### src/rtl/arb_pkg.sv
//====================================================================
// arbitration types shared by the queue block, arbiter and hop stage
// client ids are 3 bits wide, so at most eight links per output port
//====================================================================
package arb_pkg;

    //====================================================================
    // limits
    //====================================================================
    localparam int MAX_CLIENTS = 8; // upper bound for NUM_CLIENTS

    // queue index, also stamped into the outgoing src_port field
    typedef logic [2:0] t_client_id;

    //====================================================================
    // arbiter decision handed to the hop stage
    //====================================================================
    typedef struct packed {
        logic       valid; // register holds a granted transaction
        t_client_id id;    // link that won
    } t_winner;            // 4 bits

    // the decision and the payload travel on separate ports because
    // the payload type is a parameter of the arbiter

endpackage : arb_pkg

### src/rtl/router_pkg.sv
//====================================================================
// tile transaction format, 28 bits, as seen on every link of the tile
// hop count is 4 bits and never wraps below zero
//====================================================================
package router_pkg;

    //====================================================================
    // hop count
    //====================================================================
    // remaining hops to destination, saturates at zero in the hop stage
    typedef logic [3:0] t_hop_count;

    //====================================================================
    // one transaction on a link
    //====================================================================
    typedef struct packed {
        logic [2:0]          dest_x;   // destination column
        logic [2:0]          dest_y;   // destination row
        t_hop_count          hops;     // decremented once per tile
        arb_pkg::t_client_id src_port; // link it entered on, set at output
        logic [14:0]         payload;  // opaque to the router
    } t_tile_trans;

    // field order is fixed, neighbour tiles unpack the same layout
    // msb first: dest_x dest_y hops src_port payload

    // route computation fills dest_x/dest_y upstream
    // this port never looks at them

endpackage : router_pkg

### src/rtl/fifo.sv
//====================================================================
// FIFO_DEPTH must be a power of two and at least 2
// payload_t must be a packed type, head is read combinationally
//====================================================================
`timescale 1ns/1ns

module fifo #(
    parameter type payload_t  = logic [7:0],
    parameter int  FIFO_DEPTH = 4
) (
    input  logic     clk,
    input  logic     rst,
    input  logic     push,      // write strobe
    input  payload_t push_data,
    input  logic     pop,       // advance head on this edge
    output payload_t pop_data,  // head entry, valid while !empty
    output logic     full,
    output logic     empty
);

    localparam int PTR_W = $clog2(FIFO_DEPTH);
    localparam int CNT_W = PTR_W + 1; // count runs 0..FIFO_DEPTH

    // depth sanity at elaboration
    if (FIFO_DEPTH < 2 || (FIFO_DEPTH & (FIFO_DEPTH - 1)) != 0) begin : g_bad_depth
        $error("fifo: FIFO_DEPTH must be a power of two >= 2");
    end

    payload_t         mem [FIFO_DEPTH]; // storage, no reset
    logic [PTR_W-1:0] wr_ptr;
    logic [PTR_W-1:0] rd_ptr;
    logic [CNT_W-1:0] count;
    logic             do_push;
    logic             do_pop;

    assign do_pop  = pop && !empty;          // pop on empty ignored
    assign do_push = push && (!full || pop); // full + pop frees a slot

    assign full     = (count == CNT_W'(FIFO_DEPTH));
    assign empty    = (count == '0);
    assign pop_data = mem[rd_ptr];

    //====================================================================
    // pointers and occupancy
    //====================================================================
    always_ff @(posedge clk) begin
        if (rst) begin
            wr_ptr <= '0;
            rd_ptr <= '0;
            count  <= '0;
        end else begin
            if (do_push) wr_ptr <= wr_ptr + PTR_W'(1); // wraps, power of two
            if (do_pop)  rd_ptr <= rd_ptr + PTR_W'(1);
            case ({do_push, do_pop})
                2'b10:   count <= count + CNT_W'(1);
                2'b01:   count <= count - CNT_W'(1);
                default: count <= count; // idle or push+pop
            endcase
        end
    end

    // data write
    always_ff @(posedge clk) begin
        if (do_push) begin
            mem[wr_ptr] <= push_data;
        end
    end

endmodule : fifo

### src/rtl/rr_arbiter.sv
//====================================================================
// round-robin over NUM_CLIENTS queues, grant and pop on the same edge
// winner register loads only when empty or when advance is high
//====================================================================
`timescale 1ns/1ns

module rr_arbiter #(
    parameter type payload_t   = logic [7:0],
    parameter int  NUM_CLIENTS = 4
) (
    input  logic                           clk,
    input  logic                           rst,
    input  logic [NUM_CLIENTS-1:0]         candidate_valid, // queue not empty
    input  var payload_t [NUM_CLIENTS-1:0] candidate,       // queue heads
    input  logic                           advance,         // hop stage accepts
    output logic [NUM_CLIENTS-1:0]         pop,             // one-hot or zero
    output arb_pkg::t_winner               winner,
    output payload_t                       winner_data
);

    import arb_pkg::*;

    localparam int ID_W = $clog2(NUM_CLIENTS);

    logic [ID_W-1:0] last_grant; // client granted most recently
    logic [ID_W-1:0] grant_idx;
    logic            grant_found;
    logic            load;

    // register free, or its content moves on this edge
    assign load = !winner.valid || advance;

    //====================================================================
    // next requester after last_grant, circular order
    //====================================================================
    always_comb begin
        logic [ID_W-1:0] cand_idx;
        grant_found = 1'b0;
        grant_idx   = last_grant;
        cand_idx    = '0;
        for (int i = 1; i <= NUM_CLIENTS; i++) begin
            cand_idx = ID_W'((int'(last_grant) + i) % NUM_CLIENTS);
            if (!grant_found && candidate_valid[cand_idx]) begin
                grant_found = 1'b1; // first hit wins
                grant_idx   = cand_idx;
            end
        end
    end

    // pop only when the register really takes the head
    always_comb begin
        pop = '0;
        if (load && grant_found) begin
            pop[grant_idx] = 1'b1;
        end
    end

    //====================================================================
    // winner register and rotation pointer
    //====================================================================
    always_ff @(posedge clk) begin
        if (rst) begin
            winner     <= '0;
            last_grant <= ID_W'(NUM_CLIENTS - 1); // so queue 0 goes first
        end else if (load) begin
            winner.valid <= grant_found; // invalid when nobody asks
            winner.id    <= t_client_id'(grant_idx);
            if (grant_found) begin
                last_grant <= grant_idx;
            end
        end
    end

    // payload follows the winner, no reset
    always_ff @(posedge clk) begin
        if (load && grant_found) begin
            winner_data <= candidate[grant_idx];
        end
    end

endmodule : rr_arbiter

### src/rtl/fifo_arb.sv
//====================================================================
// one queue per neighbour link feeding a round-robin arbiter
// NUM_CLIENTS 2..8, alloc_ready is simply queue not full
//====================================================================
`timescale 1ns/1ns

module fifo_arb #(
    parameter int NUM_CLIENTS = 4,
    parameter int FIFO_DEPTH  = 4
) (
    input  logic                                      clk,
    input  logic                                      rst,
    input  logic [NUM_CLIENTS-1:0]                    alloc_valid, // push strobes
    input  var router_pkg::t_tile_trans [NUM_CLIENTS-1:0] alloc_req,
    output logic [NUM_CLIENTS-1:0]                    alloc_ready, // queue not full
    input  logic                                      advance,     // from hop stage
    output arb_pkg::t_winner                          winner,
    output router_pkg::t_tile_trans                   winner_data
);

    import router_pkg::*;
    import arb_pkg::*;

    // link count limited by the 3-bit client id
    if (NUM_CLIENTS < 2 || NUM_CLIENTS > MAX_CLIENTS) begin : g_bad_clients
        $error("fifo_arb: NUM_CLIENTS must be in 2..MAX_CLIENTS");
    end

    t_tile_trans [NUM_CLIENTS-1:0] head_data; // queue heads, arbiter candidates
    logic [NUM_CLIENTS-1:0]        full;
    logic [NUM_CLIENTS-1:0]        empty;
    logic [NUM_CLIENTS-1:0]        fifo_pop;  // one-hot from arbiter

    assign alloc_ready = ~full;

    //====================================================================
    // per-link queues
    //====================================================================
    for (genvar i = 0; i < NUM_CLIENTS; i++) begin : gen_fifo
        fifo #(
            .payload_t  (t_tile_trans),
            .FIFO_DEPTH (FIFO_DEPTH)
        ) u_fifo (
            .clk       (clk),
            .rst       (rst),
            .push      (alloc_valid[i]), // dropped by fifo if full
            .push_data (alloc_req[i]),
            .pop       (fifo_pop[i]),
            .pop_data  (head_data[i]),
            .full      (full[i]),
            .empty     (empty[i])
        );
    end

    // arbiter sees not-empty as the request
    rr_arbiter #(
        .payload_t   (t_tile_trans),
        .NUM_CLIENTS (NUM_CLIENTS)
    ) u_arb (
        .clk             (clk),
        .rst             (rst),
        .candidate_valid (~empty),
        .candidate       (head_data),
        .advance         (advance),
        .pop             (fifo_pop),
        .winner          (winner),
        .winner_data     (winner_data)
    );

endmodule : fifo_arb

### src/rtl/hop_update.sv
//====================================================================
// output register toward the next tile, holds while out_ready is low
// hops saturate at zero, src_port is overwritten with the winner id
//====================================================================
`timescale 1ns/1ns

module hop_update (
    input  logic                    clk,
    input  logic                    rst,
    input  arb_pkg::t_winner        winner,
    input  router_pkg::t_tile_trans winner_data,
    output logic                    advance,   // register accepts this edge
    output logic                    out_valid,
    output router_pkg::t_tile_trans out_req,
    input  logic                    out_ready  // level from next tile
);

    import router_pkg::*;

    t_tile_trans next_trans; // rewritten transaction

    // empty slot, or current content leaves this edge
    assign advance = !out_valid || out_ready;

    //====================================================================
    // hop decrement and source stamp
    //====================================================================
    always_comb begin
        next_trans = winner_data;
        if (winner_data.hops != '0) begin
            next_trans.hops = winner_data.hops - t_hop_count'(1);
        end else begin
            next_trans.hops = '0; // already at destination distance 0
        end
        next_trans.src_port = winner.id;
    end

    // valid flag, cleared on reset
    always_ff @(posedge clk) begin
        if (rst) begin
            out_valid <= 1'b0;
        end else if (advance) begin
            out_valid <= winner.valid; // bubble in gives bubble out
        end
    end

    // transaction register, held under back-pressure
    always_ff @(posedge clk) begin
        if (advance && winner.valid) begin
            out_req <= next_trans;
        end
    end

endmodule : hop_update

### src/rtl/router_out_port.sv
//====================================================================
// north output port: link queues, round-robin arbiter, hop stage
// push to out_valid is two edges with idle stages and out_ready high
//====================================================================
`timescale 1ns/1ns

module router_out_port #(
    parameter int NUM_CLIENTS = 4, // 2..8 links
    parameter int FIFO_DEPTH  = 4  // power of two
) (
    input  logic                                      clk,
    input  logic                                      rst,
    input  logic [NUM_CLIENTS-1:0]                    alloc_valid,
    input  var router_pkg::t_tile_trans [NUM_CLIENTS-1:0] alloc_req,
    output logic [NUM_CLIENTS-1:0]                    alloc_ready,
    output logic                                      out_valid,
    output router_pkg::t_tile_trans                   out_req,
    input  logic                                      out_ready
);

    import router_pkg::*;
    import arb_pkg::*;

    //====================================================================
    // stage to stage wires
    //====================================================================
    t_winner     winner;      // arbiter decision
    t_tile_trans winner_data; // granted transaction
    logic        advance;     // hop stage will take it

    // queues + arbiter, stages 1 and 2
    fifo_arb #(
        .NUM_CLIENTS (NUM_CLIENTS),
        .FIFO_DEPTH  (FIFO_DEPTH)
    ) u_fifo_arb (
        .clk         (clk),
        .rst         (rst),
        .alloc_valid (alloc_valid),
        .alloc_req   (alloc_req),
        .alloc_ready (alloc_ready),
        .advance     (advance),
        .winner      (winner),
        .winner_data (winner_data)
    );

    // hop stage, stage 3
    hop_update u_hop_update (
        .clk         (clk),
        .rst         (rst),
        .winner      (winner),
        .winner_data (winner_data),
        .advance     (advance),
        .out_valid   (out_valid),
        .out_req     (out_req),
        .out_ready   (out_ready)
    );

endmodule : router_out_port

### config.mk
export PLATFORM = sky130hd
export DESIGN_NAME = router_out_port
export DESIGN_NICKNAME = d
export VERILOG_FILES = /design/src/rtl/arb_pkg.sv /design/src/rtl/router_pkg.sv /design/src/rtl/fifo.sv /design/src/rtl/rr_arbiter.sv /design/src/rtl/fifo_arb.sv /design/src/rtl/hop_update.sv /design/src/rtl/router_out_port.sv
export SDC_FILE = /design/constraint.sdc
export NUM_CORES = 1
export LEC_CHECK = 0
export BUFFER_PORTS_ARGS = -buffer_cell sky130_fd_sc_hd__buf_2
export CAP_MARGIN = 5
export CORE_UTILIZATION = 64
export DETAILED_ROUTE_END_ITERATION = 12
export HOLD_SLACK_MARGIN = 0.02
export PLACE_DENSITY = 0.82
export SLEW_MARGIN = 5
export SYNTH_ARGS = -nofsm -noshare
export SYNTH_HDL_FRONTEND = slang
export SYNTH_SLANG_ARGS = --single-unit
### constraint.sdc
create_clock -name clk -period 6.8 [get_ports clk]
set_input_delay 1.02 -clock clk [delete_from_list [all_inputs] [get_ports clk]]
set_output_delay 1.02 -clock clk [all_outputs]
set_load 0.05 [all_outputs]
==> out/qor_table.md, run 1 <==
| Step | Item | This run |
| --- | --- | --- |
| global route | Overall global routing resource usage | 0.260 |
| setup path | Critical path endpoint category | register |
| cts | Buffers from clock root to sink, at most | 3 |
| run | Max-capacitance violation count | 0 |
| placed design | Global placement routability congestion | 0.789 |
| cts | Source-to-sink clock delay at the later pin of the worst-skew pair | 0.55 ns |
| placed design | Pre-CTS setup slack | 3.15 ns |
| synthesis | Async SR Flop Fraction | 0 |
| sta | Minimum setup slack in the final design | 3.38 ns |
| worst hold path | Endpoint, Worst Hold | u_hop_update.out_req[3] |
| synthesis | Post-synth EDFFs | 452 |
| floorplanning | Number of rows created at floorplan | 63 |
| global route | Maximum number of pins on one net before global-route repair | 51 |
| placed design | Detailed Place HPWL | 22.7 mm |
| setup path | Worst Setup Path Type | register to register |
| synthesis | Sequential-to-total area share from yosys stat | 0.751 |
| power | Pwr per Cell Area | 472 mW/mm^2 |
| route | Via total after detailed routing | 9460 |
| synthesis | Library cells used by synthesis | 51 |
| route | Remaining number of nets flagged by the antenna check after routing | 0 |
| floorplanning | Die outline area | 0.0307 sq mm |
| sta | RSZ-0062 raised after global routing | false |
| sta | Total negative slack for setup checks | 0 ns |
| power | Largest vdd supply drop | 0.473 mV |
| worst hold path | Hold wc startpoint | u_fifo_arb.u_arb.winner_data[3] |
| setup path | Reg2reg end | u_fifo_arb.gen_fifo[0].u_fifo.count[2] |
| worst hold path | Hold-critical path depth | 0 |
| cells and area | Cell area after layout | 0.0218 sq mm |
| cts | Post-cts gate resize count | 0 |
| synthesis | Synthesized instance count | 940 |
| synthesis | Post-synthesis cell area | 0.0192 sq mm |
| setup path | Reg-to-reg slack, setup | 3.38 ns |
| sta | Hold violation total from the final report | 0 |
| global route | Number of global-route vias before repair | 9695 |
| synthesis | Largest cells by area after synthesis | sky130_fd_sc_hd__edfxtp_1, sky130_fd_sc_hd__mux4_2, sky130_fd_sc_hd__dfxtp_1 |
| sta | Final critical-path share of the clock period | 0.503 |
| placed design | IO Port Bufs | 138 |
| floorplanning | Top-level port count | 152 |
| run status | Outcome | complete, no violations |
| cts | H-tree levels | 2 |
| route | Number of DRC violations after detailed-routing iteration 0 | 947 |
| setup path | Start point of the critical path | u_fifo_arb.gen_fifo[3].u_fifo.count[2] |
| setup path | Crit Path Max Fanout | 13 |
| route | Residual DRC | 0 |
| route | Vias per Instance | 6.14 |
| sta | Layout Skew | 0.0143 ns |
| floorplanning | Starting density of the core | 0.649 |
| cts | Total clock buffers created by CTS | 47 |
| synthesis | Count of warnings emitted by yosys | 0 |
| floorplanning | CORE AREA | 0.0296 sq mm |
| worst hold path | Worst min path class | register to register |
| power | Post-layout power | 10.3 mW |
| setup path | Nature of the critical path startpoint | register |
| synthesis | Area share of the leading cell type in the synthesized netlist | 0.707 |
| placed design | Area post-placement | 0.0204 sq mm |
| synthesis | Synth Flop Type | sky130_fd_sc_hd__edfxtp_1 |
| sta | Transition time at the pin with the least slew margin | 0.988 ns |
| sta | WHS | 0.416 ns |
| synthesis | Number of nets produced by synthesis | 1085 |
| sta | Total count of max-transition violations in the final report | 0 |
| global route | Remaining Overflow, GRT | 0 |
| sta | Endpoints failing setup | 0 |
| route | Avg WL per Cell | 25.1 um |
| sta | Maximum clock frequency | 293 MHz |
| sta | Final Critical Period | 3.42 ns |
| route | Routed wire length | 38.7 mm |
| synthesis | Most common cell in the synthesized netlist | sky130_fd_sc_hd__edfxtp_1 |
| cts | CTS sink count | 494 |
| synthesis | Post-synth top area cell | sky130_fd_sc_hd__edfxtp_1 |
| setup path | CP required | 7.27 ns |
| global route | Number of antenna violations at the first check in global routing | 9 |
| synthesis | Mean cell area of the mapped netlist | 20.4 sq um |
| setup path | Worst r2r path cells | 11 |
| cts | Clock slew at the register clock pins of the worst setup and hold paths | 0.06 ns |
| cells and area | Synthesis-to-finish area growth | 13.7% |
| synthesis | Most numerous cell types in the synthesized netlist | sky130_fd_sc_hd__edfxtp_1, sky130_fd_sc_hd__mux4_2, sky130_fd_sc_hd__mux2i_1 |
| cells and area | Number of fill cells in the layout | 1617 |
| global route | First-pass GRT wire length | 57.7 mm |
| floorplanning | Width of the chip | 175 um |
| power | Standby leakage power | 7.52 nW |
| route | First-pass detailed-route iteration total | 4 |
| cts | Clk root buf | sky130_fd_sc_hd__clkbuf_16 |
| cells and area | Fraction of final layout cells with drive strength greater than 1 | 0.300 |
| synthesis | Register bit total from synthesis | 494 |
| floorplanning | Chip Height | 175 um |
| cts | TritonCTS clock tree | done |
| sta | Headroom to the max-slew limit | 0.342 |
| setup path | Origin of the critical flop-to-flop path | u_fifo_arb.gen_fifo[3].u_fifo.count[2] |
| cells and area | Total Nets Final | 1255 |
| setup path | Data arrival time of the worst path | 3.89 ns |
| cts | Hold-fix buffers, CTS | 0 |
| cts | Post-CTS setup repair buffer count | 0 |
## stage by stage
step / cells / util
3_3_place_gp: 1451 / 0.689
3_5_place_dp: 1451 / 0.689
2_1_floorplan: 940 / -
4_1_cts: 1535 / 0.738
5_1_grt: 1538 / 0.738
6_report: 1540 / 0.739
## metal layers
metal | GRT usage | routed length (um) | vias up
li1 | - | - | 4124
met1 | 0.332 | 14500 | 4845
met2 | 0.450 | 20600 | 396
met5 | 0 | 51 | -
met3 | 0.0479 | 2380 | 87
met4 | 0.0942 | 1210 | 8
## kinds of logic (layout without fill, tap and decap cells)
group | count (synthesis) | in the layout | share of synthesized area
mux | 184 | 184 | 0.161
buf+inv | 75 | 280 | 0.0175
other cells | 1 | 6 | 0.000195
compound gates | 54 | 54 | 0.0198
xor+xnor | 8 | 8 | 0.00365
fa+ha+maj | 26 | 26 | 0.0185
flops | 494 | 494 | 0.751
simple gates | 98 | 98 | 0.0279
## report_power, final
part           leakage, nW  switching [mW]  internal [mW]
registers             4.54           0.363           4.30
clock network        0.703            1.07           1.43
logic                 2.28            1.92           1.22
total                 7.52            3.35           6.95
## state kept, by name, summed over array words and instances (netlist names), named ones only
name                               flops
u_fifo_arb.u_arb.last_grant            2
u_fifo_arb.gen_fifo.u_fifo.rd_ptr      8
u_fifo_arb.gen_fifo.u_fifo.count      12
u_fifo_arb.u_arb.winner_data          25
u_hop_update.out_valid                 1
u_fifo_arb.u_arb.winner                3
u_fifo_arb.gen_fifo.u_fifo.wr_ptr      8
u_hop_update.out_req                  27
u_fifo_arb.gen_fifo.u_fifo.mem       400
## how the worst max path moves through the flow
stage,end,cells past startpoint
after detailed placement,u_fifo_arb.gen_fifo[0].u_fifo.count[2],11
after global placement,u_fifo_arb.gen_fifo[0].u_fifo.mem[2][10],6
after CTS,u_fifo_arb.gen_fifo[0].u_fifo.count[2],11
after floorplan,u_hop_update.out_req[0],2
after global routing,u_fifo_arb.gen_fifo[0].u_fifo.count[2],11
final,u_fifo_arb.gen_fifo[0].u_fifo.count[2],11
## cells in the final DEF, fill, tap and decap left out, types with 2 or more instances in the layout
| cell | n |
|---|---|
| sky130_fd_sc_hd__nor2b_1 | 2 |
| sky130_fd_sc_hd__fa_1 | 4 |
| sky130_fd_sc_hd__or4_1 | 5 |
| sky130_fd_sc_hd__clkbuf_1 | 16 |
| sky130_fd_sc_hd__xor2_1 | 8 |
| sky130_fd_sc_hd__buf_2 | 138 |
| sky130_fd_sc_hd__inv_1 | 34 |
| sky130_fd_sc_hd__edfxtp_1 | 452 |
| sky130_fd_sc_hd__mux2i_1 | 80 |
| sky130_fd_sc_hd__o31ai_1 | 4 |
| sky130_fd_sc_hd__clkinv_2 | 5 |
| sky130_fd_sc_hd__mux2_2 | 3 |
| sky130_fd_sc_hd__dfxtp_1 | 38 |
| sky130_fd_sc_hd__and2_1 | 16 |
| sky130_fd_sc_hd__a21oi_1 | 22 |
| sky130_fd_sc_hd__dfxtp_2 | 4 |
| sky130_fd_sc_hd__o21ai_0 | 10 |
| sky130_fd_sc_hd__clkinv_1 | 9 |
| sky130_fd_sc_hd__diode_2 | 5 |
| sky130_fd_sc_hd__clkbuf_16 | 47 |
| sky130_fd_sc_hd__mux4_2 | 100 |
| sky130_fd_sc_hd__nand3_1 | 5 |
| sky130_fd_sc_hd__bufinv_16 | 4 |
| sky130_fd_sc_hd__a211oi_1 | 3 |
| sky130_fd_sc_hd__buf_4 | 24 |
| sky130_fd_sc_hd__ha_1 | 22 |
| sky130_fd_sc_hd__or3_1 | 11 |
| sky130_fd_sc_hd__nand2b_1 | 10 |
| sky130_fd_sc_hd__nor2_1 | 33 |
| sky130_fd_sc_hd__nor3_1 | 3 |
| sky130_fd_sc_hd__nand2_1 | 5 |
## area by class of cell
type | count | area [sq um] | area share
antenna | 5 | 12.5 | 0.000573
clock buffer | 63 | 1240 | 0.0566
clock inverter | 21 | 215 | 0.00986
inverter | 34 | 128 | 0.00585
multi-input combinational | 371 | 4460 | 0.204
sequential | 494 | 14400 | 0.660
tap | 390 | 488 | 0.0224
timing repair buffer | 162 | 871 | 0.0399
## worst max-delay path, stage by stage (launching register included)
cell	delay, ns
sky130_fd_sc_hd__dfxtp_1	0.35
sky130_fd_sc_hd__or3_1	0.46
sky130_fd_sc_hd__o221ai_2	0.22
sky130_fd_sc_hd__nand3_1	0.44
sky130_fd_sc_hd__o31ai_2	0.72
sky130_fd_sc_hd__inv_1	0.11
sky130_fd_sc_hd__ha_1	0.25
sky130_fd_sc_hd__inv_1	0.08
sky130_fd_sc_hd__fa_1	0.19
sky130_fd_sc_hd__xor2_1	0.07
sky130_fd_sc_hd__or3_1	0.31
sky130_fd_sc_hd__a21oi_1	0.15
Note: power is estimated with default switching activity, not from simulation.
==> run 2, diff against run 1 <==
- ABC_AREA: not set -> 1
- CORE_UTILIZATION: 64 -> 54
- PLACE_DENSITY: 0.82 -> 0.74
- clock period: 6.8 -> 2.8 ns (I/O delays scaled with it)
==> run 2 against run 1 <==
  * Maximum frequency is 25% higher
  * Synthesized area is 1.4% higher
  * Synthesized cell count is 54% higher
  * Clock power grew to 2.6 times the previous value
==> out/qor_table.md, run 2 <==
| Step | Item | This run | Delta |
| --- | --- | --- | --- |
| synthesis | Area share of the leading cell type in the synthesized netlist | 0.697 | -0.00991 |
| sta | Hold violation total from the final report | 0 | unchanged |
| synthesis | Mean cell area of the mapped netlist | 13.5 sq um | -34% |
| sta | Endpoints failing setup | 0 | unchanged |
| sta | RSZ-0062 raised after global routing | true |  |
| route | Residual DRC | 0 | unchanged |
| route | Number of DRC violations after detailed-routing iteration 0 | 1376 | +45% |
| cells and area | Most common library cell in the layout ignoring fill and taps | sky130_fd_sc_hd__edfxtp_1 |  |
| synthesis | Synth Flop Type | sky130_fd_sc_hd__edfxtp_1 |  |
| synthesis | Sequential-to-total area share from yosys stat | 0.741 | -0.0105 |
| floorplanning | CORE AREA | 0.0355 sq mm | +20% |
| floorplanning | Die outline area | 0.0368 sq mm | +20% |
| cells and area | Commonest non-fill, non-tap cells in the layout | sky130_fd_sc_hd__edfxtp_1, sky130_fd_sc_hd__o21ai_0, sky130_fd_sc_hd__nor2_1 |  |
| global route | Number of global-route vias before repair | 12000 | +23% |
| power | Standby leakage power | 8.14 nW | +8.2% |
| route | First-pass detailed-route iteration total | 5 | +1 |
| sta | Total count of max-transition violations in the final report | 0 | unchanged |
| floorplanning | Number of rows created at floorplan | 69 | +9.5% |
| global route | Maximum number of pins on one net before global-route repair | 51 | unchanged |
| sta | Layout Skew | 0.0157 ns | +0.00136 ns |
| sta | Maximum clock frequency | 366 MHz | +25% |
| cells and area | Total Nets Final | 1769 | +41% |
| placed design | Area post-placement | 0.0212 sq mm | +4.0% |
| cts | TritonCTS clock tree | done |  |
| cells and area | Cell area after layout | 0.0230 sq mm | +5.4% |
| synthesis | Library cells used by synthesis | 37 | -27% |
| synthesis | Most numerous cell types in the synthesized netlist | sky130_fd_sc_hd__edfxtp_1, sky130_fd_sc_hd__o21ai_0, sky130_fd_sc_hd__nor2_1 |  |
| floorplanning | Top-level port count | 152 | unchanged |
| cells and area | Final core area utilization | 0.648 | -0.0902 |
| power | Largest vdd supply drop | 1.22 mV | +160% |
| cts | Hold-fix buffers, CTS | 0 | unchanged |
| sta | Transition time at the pin with the least slew margin | 0.845 ns | -0.142 ns |
| route | Remaining number of nets flagged by the antenna check after routing | 0 | unchanged |
| sta | Final Critical Period | 2.74 ns | -0.682 ns |
| cts | H-tree levels | 2 | unchanged |
| cts | Source-to-sink clock delay at the later pin of the worst-skew pair | 0.57 ns | +0.02 ns |
| setup path | Data arrival time of the worst path | 3.18 ns | -0.71 ns |
| setup path | Worst path top cell family by delay | simple AND/OR/NAND/NOR gates |  |
| setup path | Maximum single-stage delay on the critical path | 0.41 ns | -0.31 ns |
| setup path | Standard cell with the maximum stage delay on the critical path | sky130_fd_sc_hd__fa_2 |  |
| cts | Buffers from clock root to sink, at most | 3 | unchanged |
| setup path | Nature of the critical path startpoint | register |  |
| route | Via total after detailed routing | 12500 | +33% |
| synthesis | Register bit total from synthesis | 494 | unchanged |
| floorplanning | Starting density of the core | 0.549 | -0.101 |
| synthesis | Most common cell in the synthesized netlist | sky130_fd_sc_hd__edfxtp_1 |  |
| sta | Headroom to the max-slew limit | 0.436 | +0.0941 |
| synthesis | Post-synth EDFFs | 452 | unchanged |
| placed design | Global placement routability congestion | 0.872 | +11% |
| synthesis | Largest cells by area after synthesis | sky130_fd_sc_hd__edfxtp_1, sky130_fd_sc_hd__o21ai_0, sky130_fd_sc_hd__dfxtp_1 |  |
| sta | WHS | 0.0669 ns | -0.349 ns |
| power | Pwr per Cell Area | 1180 mW/mm^2 | +150% |
| synthesis | Synthesized instance count | 1443 | +54% |
| synthesis | Post-synthesis cell area | 0.0195 sq mm | +1.4% |
| cells and area | Synthesis-to-finish area growth | 18.2% |  |
| cts | Clk root buf | sky130_fd_sc_hd__clkbuf_16 |  |
| setup path | Crit Path Max Fanout | 5 | -8 |
| cells and area | Leading registers by flop count | u_fifo_arb.gen_fifo.u_fifo.mem: 400 flops, u_hop_update.out_req: 27 flops, u_fifo_arb.u_arb.winner_data: 25 flops |  |
| cells and area | Number of fill cells in the layout | 2445 | +51% |
| setup path | CP required | 3.24 ns | -4.03 ns |
| setup path | Cell-by-cell listing of the critical path | buf_4 > nand3_1 > nand2_2 > nand2_1 > nand2_2 > nand2_2 > nor2_4 > nand2_2 > o21ai_4 > nand2_4 > clkinv_1 > ha_1 > inv_1 > fa_2 > a21oi_2 > o21ai_1 > o21ai_0 > a21oi_1 |  |
| global route | Number of antenna violations at the first check in global routing | 12 | +3 |
| run | Max-capacitance violation count | 0 | unchanged |
| floorplanning | Chip Height | 192 um | +9.5% |
| synthesis | Count of warnings emitted by yosys | 0 | unchanged |
| synthesis | Async SR Flop Fraction | 0 | unchanged |
| setup path | Worst Setup Path Type | register to register |  |
| global route | Remaining Overflow, GRT | 0 | unchanged |
| route | Avg WL per Cell | 21.4 um | -15% |
| cells and area | Fraction of final layout cells with drive strength greater than 1 | 0.219 | -0.0808 |
| placed design | Detailed Place HPWL | 27.5 mm | +21% |
| global route | First-pass GRT wire length | 67.3 mm | +17% |
| sta | Final critical-path share of the clock period | 0.977 | +0.474 |
| cells and area | Register ranked first by flip-flop count | u_fifo_arb.gen_fifo.u_fifo.mem |  |
| synthesis | Number of nets produced by synthesis | 1588 | +46% |
| cells and area | Number of flip-flops under the largest register name | 400 | unchanged |
| placed design | IO Port Bufs | 138 | unchanged |
| global route | Overall global routing resource usage | 0.244 | -0.0156 |
| route | Vias per Instance | 5.90 | -4.0% |
| power | Post-layout power | 27.1 mW | +160% |
| floorplanning | Width of the chip | 192 um | +9.5% |
| run status | Outcome | complete, no violations |  |
| setup path | Most used cell along the critical path | sky130_fd_sc_hd__nand2_2 |  |
| cts | CTS sink count | 494 | unchanged |
| setup path | Count of buffering cells on the critical path with inverters included | 3 | +1 |
| cts | Clock slew at the register clock pins of the worst setup and hold paths | 0.06 ns | about the same |
| synthesis | Post-synth top area cell | sky130_fd_sc_hd__edfxtp_1 |  |
| route | Routed wire length | 45.5 mm | +18% |
| cts | Total clock buffers created by CTS | 47 | unchanged |
| setup path | Critical path endpoint category | register |  |
| worst hold path | Worst min path class | input port to register |  |
-- run 2: cell count changes in the layout (fill, tap and decap cells not counted), sizes merged, moves of 50 or more --
cell and delta:
o21ai +192, nand2 +138, nor2 +131, mux4 -100, mux2i -55, buf +50
-- run 2: what timing repair did --
item	in CTS	in global routing
setup buffers	0	9
pin swaps	0	19
setup endpoints to repair	4	10
resized for setup	6	47
-- run 2: cell families (layout without fill, tap and decap cells) --
kind of cell / after synthesis / after routing / synth area share
flops: 494 / 494 / 0.741
compound gates: 395 / 395 / 0.122
simple gates: 338 / 338 / 0.0716
buf+inv: 160 / 376 / 0.0330
fa+ha+maj: 26 / 26 / 0.0183
mux: 25 / 25 / 0.0129
xor+xnor: 4 / 4 / 0.00180
other cells: 1 / 8 / 0.000193
-- run 2: through the flow --
stage                     std cells  setup TNS [ns]  setup WS, ns
after detailed placement       2027          -0.297        -0.109
after global placement         2027         -0.0398       -0.0215
after CTS                      2111               0       0.00152
final                          2127               0        0.0648
after global routing           2123          -0.642        -0.147
after floorplan                1443          -74.24        -0.272
-- run 2: metal layers --
metal,vias to the layer above,track usage,part of all wire
met2,466,0.396,0.49
met1,6251,0.333,0.41
met5,-,0,0.0015
met4,12,0.0742,0.024
li1,5741,-,-
met3,75,0.0506,0.074
-- run 2: final cells by class --
| class | count | area [sq um] | share of cell area |
|---|---|---|---|
| timing repair buffer | 212 | 1490 | 0.0647 |
| tap | 461 | 577 | 0.0251 |
| inverter | 80 | 305 | 0.0133 |
| multi-input combinational | 789 | 4610 | 0.201 |
| clock inverter | 28 | 327 | 0.0142 |
| sequential | 494 | 14400 | 0.627 |
| antenna | 7 | 17.5 | 0.000761 |
| clock buffer | 56 | 1250 | 0.0544 |
-- run 2: worst paths after layout --
path	slack, ns	cells after the start	to	from
max	0.06	18	u_fifo_arb.gen_fifo[0].u_fifo.count[2]	u_fifo_arb.u_arb.last_grant[0]
min	0.07	1	u_fifo_arb.gen_fifo[2].u_fifo.mem[1][9]	alloc_req[65]
max reg2reg	0.06	18	u_fifo_arb.gen_fifo[0].u_fifo.count[2]	u_fifo_arb.u_arb.last_grant[0]
min reg2reg	0.42	0	u_hop_update.out_req[7]	u_fifo_arb.u_arb.winner_data[7]
-- run 2: power by group --
group	internal (mW)	total [mW]	switching, mW
registers	9.66	10.1	0.459
clock network	3.84	6.48	2.65
logic	3.33	10.5	7.16
total	16.8	27.1	10.3
